### config.mk
export PLATFORM = sky130hd
export DESIGN_NAME = fog_loop_top
export DESIGN_NICKNAME = d
export VERILOG_FILES = /design/src/hdl/fog_loop_pkg.sv /design/src/hdl/fog_err_demod.sv /design/src/hdl/fog_loop_top.sv /design/src/hdl/fog_mod_gen.sv /design/src/hdl/fog_ramp_gen.sv /design/src/hdl/fog_step_gen.sv
export VERILOG_INCLUDE_DIRS = /design/src /design/src/hdl
export SDC_FILE = /design/constraint.sdc
export NUM_CORES = 1
export LEC_CHECK = 0
export BUFFER_PORTS_ARGS = -buffer_cell sky130_fd_sc_hd__clkbuf_2
export CAP_MARGIN = 10
export CORE_ASPECT_RATIO = 1.75
export CORE_MARGIN = 3
export CORE_UTILIZATION = 45
export CTS_CLUSTER_SIZE = 14
export DETAILED_ROUTE_END_ITERATION = 6
export MAX_ROUTING_LAYER = met4
export PLACE_DENSITY_LB_ADDON = 0.05
export SLEW_MARGIN = 10
export SYNTH_ARGS = -nofsm -noshare
export SYNTH_HDL_FRONTEND = slang
export SYNTH_HIERARCHICAL = 1
export SYNTH_SLANG_ARGS = --single-unit
### constraint.sdc
create_clock -name CLOCK_DAC_1 -period 5.35 [get_ports CLOCK_DAC_1]
set_input_delay 1.07 -clock CLOCK_DAC_1 [delete_from_list [all_inputs] [get_ports CLOCK_DAC_1]]
set_output_delay 1.07 -clock CLOCK_DAC_1 [all_outputs]
set_load 0.02 [all_outputs]
### src/hdl/fog_loop_config.svh
`ifndef FOG_LOOP_CONFIG_SVH
`define FOG_LOOP_CONFIG_SVH

// adc sample width, two's complement
`define FOG_ADC_W 14

// dac code width, straight binary
`define FOG_DAC_W 16

// settings, error, step and ramp words
`define FOG_WORD_W 32

// log2 of samples averaged per half
// 4 gives 16 samples
`define FOG_AVG_SHIFT 4

// gain selector width, shift of 0..31
`define FOG_GAIN_W 5

// reset values
`define FOG_RST_WORD 32'sd0
`define FOG_RST_DAC 16'h0000

`endif

### src/hdl/fog_loop_pkg.sv
`include "fog_loop_config.svh"

package fog_loop_pkg;

	// raw adc sample, signed
	typedef logic signed [`FOG_ADC_W-1:0] adc_sample_t;

	// dac code
	typedef logic [`FOG_DAC_W-1:0] dac_word_t;

	// error, step, ramp, amplitudes, offset
	typedef logic signed [`FOG_WORD_W-1:0] loop_word_t;

	// counters and count settings
	typedef logic [`FOG_WORD_W-1:0] cnt_word_t;

	// arithmetic shift amount
	typedef logic [`FOG_GAIN_W-1:0] gain_sel_t;

	// which half of the square wave is on the modulator
	typedef enum logic {MOD_LOW = 1'b0, MOD_HIGH = 1'b1} mod_half_t;

	// error demodulator sequence within one half
	typedef enum logic [1:0] {DEM_SETTLE = 2'd0, DEM_ACCUM = 2'd1, DEM_HOLD = 2'd2} demod_state_t;

endpackage

### src/hdl/fog_err_demod.sv
`include "fog_loop_config.svh"

module fog_err_demod (
	input  logic                      CLOCK_DAC_1,
	input  logic                      i_rst_n,
	input  fog_loop_pkg::adc_sample_t  i_adc,
	input  fog_loop_pkg::mod_half_t    i_mod_half,
	input  logic                      i_mod_switch,
	input  fog_loop_pkg::cnt_word_t    i_wait_cnt,
	input  logic                      i_polarity,
	input  fog_loop_pkg::loop_word_t   i_err_offset,
	output fog_loop_pkg::loop_word_t   o_err,
	output logic                      o_err_valid
);

	import fog_loop_pkg::*;

	// two stage adc capture
	adc_sample_t adc_q1;
	adc_sample_t adc_q2;
	loop_word_t  sample_ext;

	demod_state_t state_q;
	cnt_word_t    wait_q;
	logic [`FOG_AVG_SHIFT-1:0] acc_cnt_q;

	// full set of samples taken in this half
	logic half_ok_q;
	// stored high average came from a full half
	logic have_high_q;

	loop_word_t acc_sum_q;
	loop_word_t high_avg_q;
	loop_word_t avg_now;
	loop_word_t diff;
	loop_word_t err_next;

	assign sample_ext = loop_word_t'(adc_q2);
	assign avg_now    = acc_sum_q >>> `FOG_AVG_SHIFT;

	// high minus low, low average taken straight from the sum
	assign diff     = high_avg_q - avg_now;
	assign err_next = (i_polarity ? -diff : diff) + i_err_offset;

	// datapath, no reset
	always_ff @(posedge CLOCK_DAC_1) begin
		adc_q1 <= i_adc;
		adc_q2 <= adc_q1;
		if (i_mod_switch) begin
			acc_sum_q <= '0;
		end else if (state_q == DEM_ACCUM) begin
			acc_sum_q <= acc_sum_q + sample_ext;
		end
		// new half is low, so the high half just ended
		if (i_mod_switch && i_mod_half == MOD_LOW) begin
			high_avg_q <= avg_now;
		end
	end

	always_ff @(posedge CLOCK_DAC_1 or negedge i_rst_n) begin
		if (!i_rst_n) begin
			state_q     <= DEM_HOLD;
			wait_q      <= '0;
			acc_cnt_q   <= '0;
			half_ok_q   <= 1'b0;
			have_high_q <= 1'b0;
			o_err       <= `FOG_RST_WORD;
			o_err_valid <= 1'b0;
		end else begin
			o_err_valid <= 1'b0;
			if (i_mod_switch) begin
				// restart settle for the new half
				state_q   <= DEM_SETTLE;
				wait_q    <= i_wait_cnt;
				acc_cnt_q <= '0;
				half_ok_q <= 1'b0;
				if (i_mod_half == MOD_LOW) begin
					have_high_q <= half_ok_q;
				end else if (have_high_q && half_ok_q) begin
					// low half just ended, one error per period
					o_err       <= err_next;
					o_err_valid <= 1'b1;
				end
			end else begin
				case (state_q)
					DEM_SETTLE: begin
						if (wait_q <= cnt_word_t'(1)) begin
							state_q <= DEM_ACCUM;
						end else begin
							wait_q <= wait_q - cnt_word_t'(1);
						end
					end
					DEM_ACCUM: begin
						acc_cnt_q <= acc_cnt_q + 1'b1;
						// 16th sample
						if (acc_cnt_q == '1) begin
							state_q   <= DEM_HOLD;
							half_ok_q <= 1'b1;
						end
					end
					default: begin
						state_q <= DEM_HOLD;
					end
				endcase
			end
		end
	end

	// settle plus 16 samples must fit inside a modulation half
	a_accum_fits_half: assert property (
		@(posedge CLOCK_DAC_1) disable iff (!i_rst_n)
		i_mod_switch |-> (state_q == DEM_HOLD)
	);

	// at most one error per period
	a_err_valid_gap: assert property (
		@(posedge CLOCK_DAC_1) disable iff (!i_rst_n)
		o_err_valid |=> !o_err_valid
	);

endmodule

### src/hdl/fog_loop_top.sv
module fog_loop_top (
	input  logic                      CLOCK_DAC_1,
	input  logic                      i_rst_n,
	// adc, already in the dac clock domain
	input  fog_loop_pkg::adc_sample_t  i_adc,
	// modulation settings
	input  fog_loop_pkg::cnt_word_t    i_half_cnt,
	input  fog_loop_pkg::loop_word_t   i_amp_h,
	input  fog_loop_pkg::loop_word_t   i_amp_l,
	// demodulator settings
	input  fog_loop_pkg::cnt_word_t    i_wait_cnt,
	input  logic                      i_polarity,
	input  fog_loop_pkg::loop_word_t   i_err_offset,
	// feedback settings
	input  logic                      i_fb_on,
	input  fog_loop_pkg::gain_sel_t    i_gain_step,
	input  fog_loop_pkg::loop_word_t   i_const_step,
	input  fog_loop_pkg::gain_sel_t    i_gain_ramp,
	// modulator drive
	output fog_loop_pkg::dac_word_t    o_dac,
	// readback monitors
	output fog_loop_pkg::loop_word_t   o_err,
	output fog_loop_pkg::loop_word_t   o_step,
	output logic                      o_step_valid
);

	import fog_loop_pkg::*;

	// modulation to demod and ramp
	mod_half_t  mod_half;
	logic       mod_switch;
	loop_word_t mod_level;

	// error to step integrator
	loop_word_t err;
	logic       err_valid;

	// step to ramp
	loop_word_t step;
	logic       step_valid;

	fog_mod_gen u_mod_gen (
		.CLOCK_DAC_1  (CLOCK_DAC_1),
		.i_rst_n      (i_rst_n),
		.i_half_cnt   (i_half_cnt),
		.i_amp_h      (i_amp_h),
		.i_amp_l      (i_amp_l),
		.o_mod_half   (mod_half),
		.o_mod_switch (mod_switch),
		.o_mod_level  (mod_level)
	);

	fog_err_demod u_err_demod (
		.CLOCK_DAC_1  (CLOCK_DAC_1),
		.i_rst_n      (i_rst_n),
		.i_adc        (i_adc),
		.i_mod_half   (mod_half),
		.i_mod_switch (mod_switch),
		.i_wait_cnt   (i_wait_cnt),
		.i_polarity   (i_polarity),
		.i_err_offset (i_err_offset),
		.o_err        (err),
		.o_err_valid  (err_valid)
	);

	fog_step_gen u_step_gen (
		.CLOCK_DAC_1  (CLOCK_DAC_1),
		.i_rst_n      (i_rst_n),
		.i_err        (err),
		.i_err_valid  (err_valid),
		.i_fb_on      (i_fb_on),
		.i_gain_step  (i_gain_step),
		.i_const_step (i_const_step),
		.o_step       (step),
		.o_step_valid (step_valid)
	);

	fog_ramp_gen u_ramp_gen (
		.CLOCK_DAC_1  (CLOCK_DAC_1),
		.i_rst_n      (i_rst_n),
		.i_step       (step),
		.i_step_valid (step_valid),
		.i_gain_ramp  (i_gain_ramp),
		.i_mod_level  (mod_level),
		.o_dac        (o_dac)
	);

	// monitor taps
	assign o_err        = err;
	assign o_step       = step;
	assign o_step_valid = step_valid;

endmodule

### src/hdl/fog_mod_gen.sv
module fog_mod_gen (
	input  logic                    CLOCK_DAC_1,
	input  logic                    i_rst_n,
	input  fog_loop_pkg::cnt_word_t  i_half_cnt,
	input  fog_loop_pkg::loop_word_t i_amp_h,
	input  fog_loop_pkg::loop_word_t i_amp_l,
	output fog_loop_pkg::mod_half_t  o_mod_half,
	output logic                    o_mod_switch,
	output fog_loop_pkg::loop_word_t o_mod_level
);

	import fog_loop_pkg::*;

	// cycles left in the current half
	// zero only right after reset, means not loaded yet
	cnt_word_t cnt_q;
	cnt_word_t cnt_d;
	mod_half_t half_q;
	mod_half_t half_d;
	logic      switch_d;
	loop_word_t level_q;

	always_comb begin
		half_d   = half_q;
		switch_d = 1'b0;
		cnt_d    = cnt_q - cnt_word_t'(1);
		if (cnt_q == '0) begin
			// first cycle after reset already counts as high
			cnt_d = i_half_cnt - cnt_word_t'(1);
		end else if (cnt_q == cnt_word_t'(1)) begin
			// last cycle of this half
			cnt_d    = i_half_cnt;
			half_d   = (half_q == MOD_HIGH) ? MOD_LOW : MOD_HIGH;
			switch_d = 1'b1;
		end
	end

	always_ff @(posedge CLOCK_DAC_1 or negedge i_rst_n) begin
		if (!i_rst_n) begin
			cnt_q        <= '0;
			half_q       <= MOD_HIGH;
			o_mod_switch <= 1'b0;
		end else begin
			cnt_q        <= cnt_d;
			half_q       <= half_d;
			o_mod_switch <= switch_d;
		end
	end

	// amplitude follows the next half so it lines up with half_q
	always_ff @(posedge CLOCK_DAC_1) begin
		if (half_d == MOD_HIGH) begin
			level_q <= i_amp_h;
		end else begin
			level_q <= i_amp_l;
		end
	end

	assign o_mod_half  = half_q;
	assign o_mod_level = level_q;

endmodule

### src/hdl/fog_ramp_gen.sv
`include "fog_loop_config.svh"

module fog_ramp_gen (
	input  logic                     CLOCK_DAC_1,
	input  logic                     i_rst_n,
	input  fog_loop_pkg::loop_word_t  i_step,
	input  logic                     i_step_valid,
	input  fog_loop_pkg::gain_sel_t   i_gain_ramp,
	input  fog_loop_pkg::loop_word_t  i_mod_level,
	output fog_loop_pkg::dac_word_t   o_dac
);

	import fog_loop_pkg::*;

	// phase ramp, wraps in 32 bits
	loop_word_t ramp_q;
	loop_word_t step_shift;
	loop_word_t dac_sum;

	assign step_shift = i_step >>> i_gain_ramp;

	// ramp plus square wave
	assign dac_sum = ramp_q + i_mod_level;

	// one ramp step per feedback update
	always_ff @(posedge CLOCK_DAC_1 or negedge i_rst_n) begin
		if (!i_rst_n) begin
			ramp_q <= `FOG_RST_WORD;
		end else if (i_step_valid) begin
			ramp_q <= ramp_q + step_shift;
		end
	end

	// dac takes the low bits every cycle
	// upper bits drop, so the phase wraps modulo 2^16
	always_ff @(posedge CLOCK_DAC_1 or negedge i_rst_n) begin
		if (!i_rst_n) begin
			o_dac <= `FOG_RST_DAC;
		end else begin
			o_dac <= dac_sum[`FOG_DAC_W-1:0];
		end
	end

endmodule

### src/hdl/fog_step_gen.sv
`include "fog_loop_config.svh"

module fog_step_gen (
	input  logic                     CLOCK_DAC_1,
	input  logic                     i_rst_n,
	input  fog_loop_pkg::loop_word_t  i_err,
	input  logic                     i_err_valid,
	input  logic                     i_fb_on,
	input  fog_loop_pkg::gain_sel_t   i_gain_step,
	input  fog_loop_pkg::loop_word_t  i_const_step,
	output fog_loop_pkg::loop_word_t  o_step,
	output logic                     o_step_valid
);

	import fog_loop_pkg::*;

	// loop gain as a right shift, sign kept
	loop_word_t err_shift;
	loop_word_t step_q;

	assign err_shift = i_err >>> i_gain_step;

	always_ff @(posedge CLOCK_DAC_1 or negedge i_rst_n) begin
		if (!i_rst_n) begin
			step_q       <= `FOG_RST_WORD;
			o_step_valid <= 1'b0;
		end else begin
			// one update per valid error
			o_step_valid <= i_err_valid;
			if (i_err_valid) begin
				if (i_fb_on) begin
					// closed loop, integrate
					step_q <= step_q + err_shift;
				end else begin
					// open loop, fixed step
					step_q <= i_const_step;
				end
			end
		end
	end

	assign o_step = step_q;

	// ramp update relies on this fixed one cycle lag
	a_step_follows_err: assert property (
		@(posedge CLOCK_DAC_1) disable iff (!i_rst_n)
		i_err_valid |=> o_step_valid
	);

endmodule
==> Word-level counts from Yosys, hierarchy flattened <==
Cells that the tools add are included.
{ "totals": {"regBits": 292, "inputBits": 220, "output_inout_bits": 81, "elab_cells": 77} }
{ "op_classes": {"addsub": 11, "magnitude_cmp": 1, "eq_ne": 6, "shifts": 2, "mux": 25, "bitwise": 1, "n_reduce_logical": 12} }
{ "op_table": {"columns": ["op", "count"], "rows": [
  ["$mux W32", 7],
  ["$add A32 B32 Y32", 3],
  ["$sub A32 B1 Y32 const B", 3],
  ["$sshr A32 B5 Y32", 2],
  ["$add A32 B14 Y32", 1],
  ["$eq A32 B1 Y1 const B", 1],
  ["$le A32 B1 Y1 const B", 1],
  ["$logic_not A32 Y1", 1],
  ["$neg A32 Y32", 1],
  ["$sub A28 B28 Y29", 1],
  ["$add A16 B16 Y16", 1],
  ["$mux W16", 1],
  ["$mux W1", 11],
  ["$mux W4", 2],
  ["$reduce_and A2 Y1", 4],
  ["$mux W2", 3],
  ["$reduce_bool A2 Y1", 3],
  ["$add A4 B1 Y4 const B", 1],
  ["$eq A4 B4 Y1 const B", 1],
  ["$pmux W2 S2", 1],
  ["$ne A3 B2 Y1 const B", 1],
  ["$ne A3 B3 Y1 const B", 1],
  ["$reduce_and A3 Y1", 1],
  ["$eq A2 B1 Y1 const B", 1],
  ["4 further kinds", 5]
]} }

==> Longest topological paths before layout <==
Gate-level depths: netlist of run 1.
{ "depth": {"ltp_word": 4, "ltp_mapped": 25, "depth_no_buf": 25} }

==> Cells and area by module <==
Netlist of run 1, hierarchy kept.
{ "modules_own_cells": {"columns": ["module", "n_inst", "cells_per_inst", "area_each_um2", "seq_area_each_um2"], "rows": [
  ["fog_err_demod", 1, 1293, 11222.0, 3870.0],
  ["fog_step_gen", 1, 618, 4762.1, 825.8],
  ["fog_ramp_gen", 1, 456, 3813.7, 800.8],
  ["fog_mod_gen", 1, 414, 3768.6, 1492.7]
]} }

==> Worst setup path before layout of run 1 <==
OpenSTA, ideal clock, no wires.
{ "synth_timing": {"path_type": "register to register", "start": "register u_err_demod.acc_sum_q[6]", "end": "register u_err_demod.o_err[28]", "setup_ns": 0.133, "t_arrival_ns": 5.031, "t_required_ns": 5.217, "path_slack_ns": 0.186, "path_stages_with_launch": 24, "n_path_buf": 0, "synth_period_minus_slack_ns": 5.164, "cell_sequence": "dfxtp_1 > inv_1 > ha_1 > nor2b_4 > o31a_4 > o311ai_4 > a21oi_2 > or3_4 > a2111oi_4 > nand2_2 > or3b_4 > nand2_1 > xnor2_1 > ha_1 > a21o_1 > a21o_1 > a21o_1 > o21a_1 > o21a_1 > o221ai_1 > a21oi_1 > o41ai_1 > xor2_1 > o21ai_0"} }
{ "synth_between": {"elab_chain_cells": 4} }
{ "synth_lines": {"columns": ["element", "line", "rtl"], "rows": [
  ["start, declared", "fog_err_demod.sv:32", "loop_word_t acc_sum_q;"],
  ["start signal, assigned", "fog_err_demod.sv:52", "acc_sum_q <= acc_sum_q + sample_ext;"],
  ["$sub A28 B28 Y29 *", "fog_err_demod.sv:42", "assign diff = high_avg_q - avg_now;"],
  ["$neg A32 Y32", "fog_err_demod.sv:43", "assign err_next = (i_polarity ? -diff : diff) + i_err_offset;"],
  ["$mux W32 *", "fog_err_demod.sv:43", null],
  ["$add A32 B32 Y32 *", "fog_err_demod.sv:43", null],
  ["end signal, assigned", "fog_err_demod.sv:67", "o_err <= `FOG_RST_WORD;"],
  ["end signal, assigned", "fog_err_demod.sv:81", "o_err <= err_next;"],
  ["end, declared", "fog_err_demod.sv:12", "output fog_loop_pkg::loop_word_t o_err,"]
]} }
Every way passes the cells marked *; elsewhere a longest branch is shown, timed or not.
A chain may end at the register's enable or synchronous reset.

==> Worst setup path in the final report of run 1 <==
{ "layout_timing": {"start": "register u_err_demod.high_avg_q[0]", "end": "register u_err_demod.o_err[31]"} }
{ "layout_between": {"elab_chain_cells": 4} }
{ "layout_lines": {"columns": ["element", "line", "rtl"], "rows": [
  ["start, declared", "fog_err_demod.sv:33", "loop_word_t high_avg_q;"],
  ["start signal, assigned", "fog_err_demod.sv:56", "high_avg_q <= avg_now;"],
  ["$sub A28 B28 Y29 *", "fog_err_demod.sv:42", null],
  ["$neg A32 Y32", "fog_err_demod.sv:43", null],
  ["$mux W32 *", "fog_err_demod.sv:43", null],
  ["$add A32 B32 Y32 *", "fog_err_demod.sv:43", null]
]} }
Marked as above.

==> metrics.md, run 1 <==
| Metric | Value |
|---|---|
| Vias per cell | 5.69 |
| Worst vdd ir | 0.000221 V |
| Power Internal | 0.00385 W |
| Die Span X | approximately 180 um |
| Period utilisation layout | 100% |
| Sw Share | around 28% |
| Worst-Skew Late Latency | roughly 0.60 ns |
| Final setup fails | 1 |
| Initial core utilization | roughly 46% |
| Pwr dens | 191 nW/um^2 |
| WP data required | roughly 5.8 ns |
| Tot GR Track Use | between 20% and 30% |
| Hold WC Path Type | register to register |
| Share of post-route cells with drive strength above 1 | between 20% and 30% |
| First-pass DRT Iterations | 5 |
| DR iter-0 viols | 1,043 |
| Io pins | ~300 |
| Hold Vio Cnt, Final | 0 |
| FF+latch area | approximately 6700 um^2 |
| Pre-CTS setup slack | -0.543 ns |
| Setup TNS | -0.0137 ns |
| Final core occ | 55.0% |
| Clk buf depth | 3 |
| Wire per inst | roughly 19 um |
| DR vias | between 20,000 and 25,000 |
| # rows | roughly 110 |
| Arrival time worst endpoint | approximately 5.9 ns |
| Residual DRC | 0 |
| Crit. End Element | register |
| Multi-input gate area | roughly 16,000 um^2 |
| Static Leak | approximately 13 nW |
| Maximum clock rate | roughly 0.19 GHz |
| Mean Syn Cell Area | about 8.4 um^2 |
| First-pass GRT wire length | approximately 110 mm |
| H-Tree Depth | 1 |
| Grt ovf | 0 |
| Worst Skew | approximately 0.024 ns |
| Worst setup path class | register to register |
| TritonCTS clock tree | yes |
| Clock group share of total power | 41.5% |
| Slew Viols, Final | 0 |
| Fill cells | between 4,000 and 5,000 |
| Final ANT Viol Nets | 0 |
| Final Routed Wirelength | 73.0 mm |
| Initial antenna violation count | 4 |
| Register share of total power | between 40% and 50% |
| Clk root buf | clkbuf_16 |
| Crit start category | register |
| Hpwl dp | roughly 59 mm |
| Final non-filler cell total | about 3,800 |
| Largest net degree at the start of global routing | 92 |
| Failing checks | negative setup slack |
| Die Area | between 50,000 and 60,000 um^2 |
| # port buffers | between 200 and 300 |
| CTS Buf Count | 29 |
| Tmin final | 5.36 ns |
| Post-Synthesis Cells | about 2,700 |
| Outcome | complete, but fails checks |
| Area growth syn-to-layout | 20.6% |
| Max_cap viols | 0 |
| Slew Limit Headroom | ~30% |
| Synthesis warning total | 6 |
| Final Worst Setup Slack | -0.0137 ns |
| Combinational Power Share | 17.3% |
| # nets final | 3,537 |
| Switching pwr | roughly 0.0015 W |
| Actual slew at the worst max-slew pin | about 1.1 ns |
| Placer Congestion | ~0.97 |
| Reg clk slew, reported paths | 0.08 ns |
| Mapped Area | about 23,000 um^2 |
| CP Max Fanout | 3 |
| Chip height | 306 um |
| Clk sinks | between 200 and 300 |
| Core box area | approximately 51,000 um^2 |
| Syn_nets | ~3,100 |
| RSZ-0062 raised after global routing | true |
| Placed cells | between 3,000 and 4,000 |
| Vias in the first global route | between 20,000 and 25,000 |
==> layout make-up <==
| cell class | instances | share of cell area [%] |
|---|---|---|
| antenna | 5 | 0.0450 |
| clock buffer | 36 | 2.81 |
| clock inverter | 18 | 0.859 |
| inverter | 103 | 1.39 |
| multi-input combinational | 2238 | 56.5 |
| sequential | 276 | 24.0 |
| tap | 666 | 3.00 |
| timing repair buffer | 501 | 11.4 |
==> power groups by stage <==
stage,registers (W),logic [W],clock network (W)
5_1_grt,0.00219,0.00102,0.00235
6_report,0.00219,0.000922,0.00221
4_1_cts,0.00219,0.000921,0.00228
3_5_place_dp,0.00223,0.000913,0
3_3_place_gp,0.00223,0.000906,0
2_1_floorplan,0.00224,0.000557,0
==> registers in the layout, indices dropped and copies added, names as in the netlist, 2 cells and up <==
name                    cells
u_err_demod/acc_cnt_q       4
u_err_demod/acc_sum_q      32
u_err_demod/adc_q1         14
u_err_demod/adc_q2         14
u_err_demod/high_avg_q     28
u_err_demod/o_err          32
u_err_demod/state_q         2
u_err_demod/wait_q         32
u_mod_gen/cnt_q            32
u_mod_gen/o_mod_level      16
u_ramp_gen/o_dac           16
u_ramp_gen/ramp_q          16
u_step_gen/o_step          32
==> stage by stage <==
step / total power, W / instance area [um^2] / hold slack (ns)
final: 0.00532 / 27800 / 0.326
after global routing: 0.00556 / 27800 / 0.330
after CTS: 0.00539 / 27700 / 0.327
after detailed placement: 0.00314 / 26500 / 0.312
after global placement: 0.00313 / 26500 / 0.312
after floorplan: 0.00280 / 23100 / 0.310
==> worst paths after layout <==
kind,from,to,slack (ns),cells after the start
max in group asynchronous,i_rst_n,u_err_demod/state_q[1],3.80,2
max,u_err_demod/high_avg_q[0],u_err_demod/o_err[31],-0.01,22
min in group asynchronous,i_rst_n,u_ramp_gen/o_dac[9],0.54,1
min reg2reg,u_err_demod/adc_q1[5],u_err_demod/adc_q2[5],0.33,0
max reg2reg,u_err_demod/high_avg_q[0],u_err_demod/o_err[31],-0.01,22
min,u_err_demod/adc_q1[5],u_err_demod/adc_q2[5],0.33,0
==> worst max-delay path, stage by stage, from the launching register on <==
cell      delay, ns
edfxtp_1       0.34
inv_2          0.04
ha_4           0.15
fa_2           0.58
ha_4           0.14
and2_1         0.12
or3b_4         0.38
or4_4          0.54
nand4b_1       0.22
buf_4          0.19
buf_4          0.12
or3_4          0.38
or2_4          0.29
o21ai_2        0.13
xnor2_1        0.10
ha_1           0.36
nor3_2         0.14
nor2_1         0.10
a31oi_4        0.20
o21ai_1        0.07
a21oi_1        0.14
xnor3_1        0.26
mux2_4         0.27
==> metal layers <==
metal	vias up	part of all wire [%]	track usage, %
li1	10806	-	-
met4	0	4.8	12.3
met2	482	54	50.8
met3	163	4.1	3.19
met1	10412	37	27.6
met5	-	0	-
==> cells in the final DEF, fill, tap and decap left out, drive strengths merged, types with 74 or more instances in the layout <==
| cell type | n |
|---|---|
| xor2 | 74 |
| a21o | 89 |
| xnor2 | 122 |
| a21oi | 246 |
| mux2i | 94 |
| ha | 162 |
| nand2 | 322 |
| dfrtp | 170 |
| buf | 233 |
| nor2 | 188 |
| dfxtp | 76 |
| clkbuf | 304 |
| inv | 106 |
| o21ai | 244 |
==> timing repair <==
| item | 4_1_cts | 5_1_grt |
|---|---|---|
| endpoints found under the setup margin | 8 | 11 |
| cloned | 0 | 0 |
| endpoints found under the hold margin | 0 | 0 |
| buffers inserted | 6 | 5 |
| pin swaps | 33 | 8 |
| resized for setup | 39 | 22 |
| hold buffers | 0 | 0 |
Power figures use the tool's default switching activity.
==> run 2: changes to the inputs <==
--- a/config.mk
+++ b/config.mk
@@ -8,13 +8,13 @@
 export LEC_CHECK = 0
 export BUFFER_PORTS_ARGS = -buffer_cell sky130_fd_sc_hd__clkbuf_2
 export CAP_MARGIN = 10
-export CORE_ASPECT_RATIO = 1.75
 export CORE_MARGIN = 3
 export CORE_UTILIZATION = 45
 export CTS_CLUSTER_SIZE = 14
 export DETAILED_ROUTE_END_ITERATION = 6
 export MAX_ROUTING_LAYER = met4
 export PLACE_DENSITY_LB_ADDON = 0.05
+export SKIP_LAST_GASP = 1
 export SLEW_MARGIN = 10
 export SYNTH_ARGS = -nofsm -noshare
 export SYNTH_HDL_FRONTEND = slang
==> metrics.md, run 2 (same netlist as run 1, synthesis figures left out) <==
| Metric | Value |
|---|---|
| Outcome | finished, final reports clean |
| Pre-CTS setup slack | -0.295 ns |
| TritonCTS clock tree | yes |
| Final non-filler cell total | 3,827 |
| Final Worst Setup Slack | roughly 0.020 ns |
| # nets final | between 3,000 and 4,000 |
| RSZ-0062 raised after global routing | true |
| Clk sinks | 276 |
| Vias in the first global route | approximately 21,000 |
| Arrival time worst endpoint | approximately 5.8 ns |
| Slew Viols, Final | 0 |
| Tmin final | about 5.3 ns |
| Io pins | between 300 and 400 |
| Chip height | between 200 and 250 um |
| Slowest stage delay, CP | about 0.56 ns |
| Period utilisation layout | between 90% and 100% |
| Crit-path cells | inv_2 > ha_4 > fa_2 > ha_4 > and2_1 > or3b_4 > or4_4 > nand4b_1 > buf_4 > o31ai_2 > xor2_1 > ha_1 > a21o_1 > a21o_1 > a21oi_1 > a21boi_1 > buf_4 > o21ai_2 > a31oi_2 > o21ai_1 > a21oi_1 > xnor3_1 > mux2_2 |
| CTS Buf Count | 35 |
| # port buffers | between 200 and 300 |
| Hold Startpoint | u_err_demod/adc_q1[3] |
| Slew Limit Headroom | 26.7% |
| Initial core utilization | between 40 and 50% |
| Actual slew at the worst max-slew pin | about 1.1 ns |
| Highest-count cells in the layout ignoring fill and taps | 318 x nand2_1, 267 x clkbuf_2, 243 x a21oi_1 |
| Worst Skew | ~0.015 ns |
| R2R cell count | 23 |
| Hold Vio Cnt, Final | 0 |
| WP data required | between 5 and 6 ns |
| Worst vdd ir | approximately 0.00027 V |
| Final ANT Viol Nets | 0 |
| Commonest non-fill, non-tap cell in the layout | nand2_1 |
| R2R Path Start | u_err_demod/high_avg_q[0] |
| Clk root buf | clkbuf_16 |
| Placed cells | approximately 3,800 |
| Initial antenna violation count | 6 |
| Hold WC Path Type | register to register |
| R2R setup slack | 0.02 ns |
| Area growth syn-to-layout | 19.9% |
| Placer Congestion | approximately 0.91 |
| Reg clk slew, reported paths | around 0.05 ns |
| Worst setup path class | register to register |
| Hold Path Depth | 0 |
| Critical Path Slowest Stage Cell | fa_2 |
| Clk buf depth | 3 |
| Max_cap viols | 0 |
| Vias per cell | around 5.6 |
| Residual DRC | 0 |
| Pwr Total | approximately 0.0054 W |
| Wire per inst | approximately 18 um |
| Worst-Skew Late Latency | around 0.55 ns |
| Die Span X | approximately 230 um |
| Hold Path End | u_err_demod/adc_q2[3] |
| Die Area | 54,000 um^2 |
| Largest net degree at the start of global routing | 99 |
| R2R Path End | u_err_demod/o_err[31] |
| DR iter-0 viols | about 1,300 |
| Share of post-route cells with drive strength above 1 | about 22% |
| First-pass DRT Iterations | 5 |
| CP Max Fanout | 5 |
| Maximum clock rate | about 0.19 GHz |
| Crit. End Element | register |
| Crit start category | register |
| Minimum hold slack | between 0.3 and 0.4 ns |
| # rows | between 80 and 90 |
| Final Routed Wirelength | approximately 69 mm |
| H-Tree Depth | 2 |
| Core box area | 50,400 um^2 |
| Grt ovf | 0 |
| Tot GR Track Use | between 20% and 30% |
| Final setup fails | 0 |
| Static Leak | between 10 and 15 nW |
| First-pass GRT wire length | around 110 mm |
| DR vias | 21,610 |
| Hold-fix buffers, CTS | 0 |
| Hpwl dp | 54.3 mm |
| Pwr dens | ~200 nW/um^2 |
## run 2: cell count changes in the layout (fill, tap and decap cells not counted), moves of 4 or more
cell	delta
buf_4	-29
clkbuf_16	+6
clkbuf_1	+4
clkbuf_8	+4
## run 2: per-stage QoR
| step | utilization [%] | setup TNS (ns) | area (um^2) |
|---|---|---|---|
| global route | 54.9 | -1.62 | 27600 |
| finish | 54.9 | 0 | 27600 |
| detailed placement | 52.1 | -0.867 | 26200 |
| CTS | 54.5 | -0.0380 | 27500 |
| global placement | 52.1 | -0.524 | 26200 |
| floorplan | - | 0 | 23100 |
## run 2: per-layer routing
metal	global-route usage (%)	share of wire [%]
met1	33.4	45
met2	43.2	49
met3	2.45	3.9
met4	7.28	2.5
met5	-	0
## run 2: what timing repair did
action | 4_1_cts | 5_1_grt
gates resized for setup | 23 | 28
buffers inserted | 3 | 6
setup endpoints to repair | 7 | 9
gates cloned | 0 | 0
pin swaps | 17 | 13
## run 2: critical path: cells and delay by family, from the launching register on
family | cells | cell delay (ns)
compound gates | 9 | 1.29
xor+xnor | 2 | 0.47
fa+ha+maj | 4 | 1.12
buf+inv | 3 | 0.38
flops | 1 | 0.33
mux | 1 | 0.28
simple gates | 4 | 1.34
## run 2: power by group
part / total, W / internal (W) / switching (W)
Combinational: 0.000900 / 0.000395 / 0.000505
Clock: 0.00233 / 0.00141 / 0.000922
Sequential: 0.00219 / 0.00216 / 0.0000366
Total: 0.00543 / 0.00396 / 0.00146
## run 2: area by class of cell
class | count | area, um^2
Antenna cell | 6 | 15.0
Clock buffer | 51 | 1020
Clock inverter | 11 | 111
Fill cell | 4749 | 22700
Inverter | 103 | 387
Multi-Input combinational cell | 2238 | 15700
Sequential cell | 276 | 6670
Tap cell | 672 | 841
Timing Repair Buffer | 470 | 2910
## run 2: how the worst max path moves through the flow
stage                                        to  slack, ns                 startpoint
after detailed placement  u_err_demod/o_err[31]      -0.30  u_err_demod/high_avg_q[0]
after global placement    u_err_demod/o_err[31]      -0.22  u_err_demod/high_avg_q[0]
after CTS                 u_err_demod/o_err[31]      -0.04  u_err_demod/high_avg_q[0]
after floorplan           u_err_demod/o_err[28]       0.19   u_err_demod/acc_sum_q[6]
after global routing      u_err_demod/o_err[25]      -0.28  u_err_demod/high_avg_q[0]
final                     u_err_demod/o_err[31]       0.02  u_err_demod/high_avg_q[0]
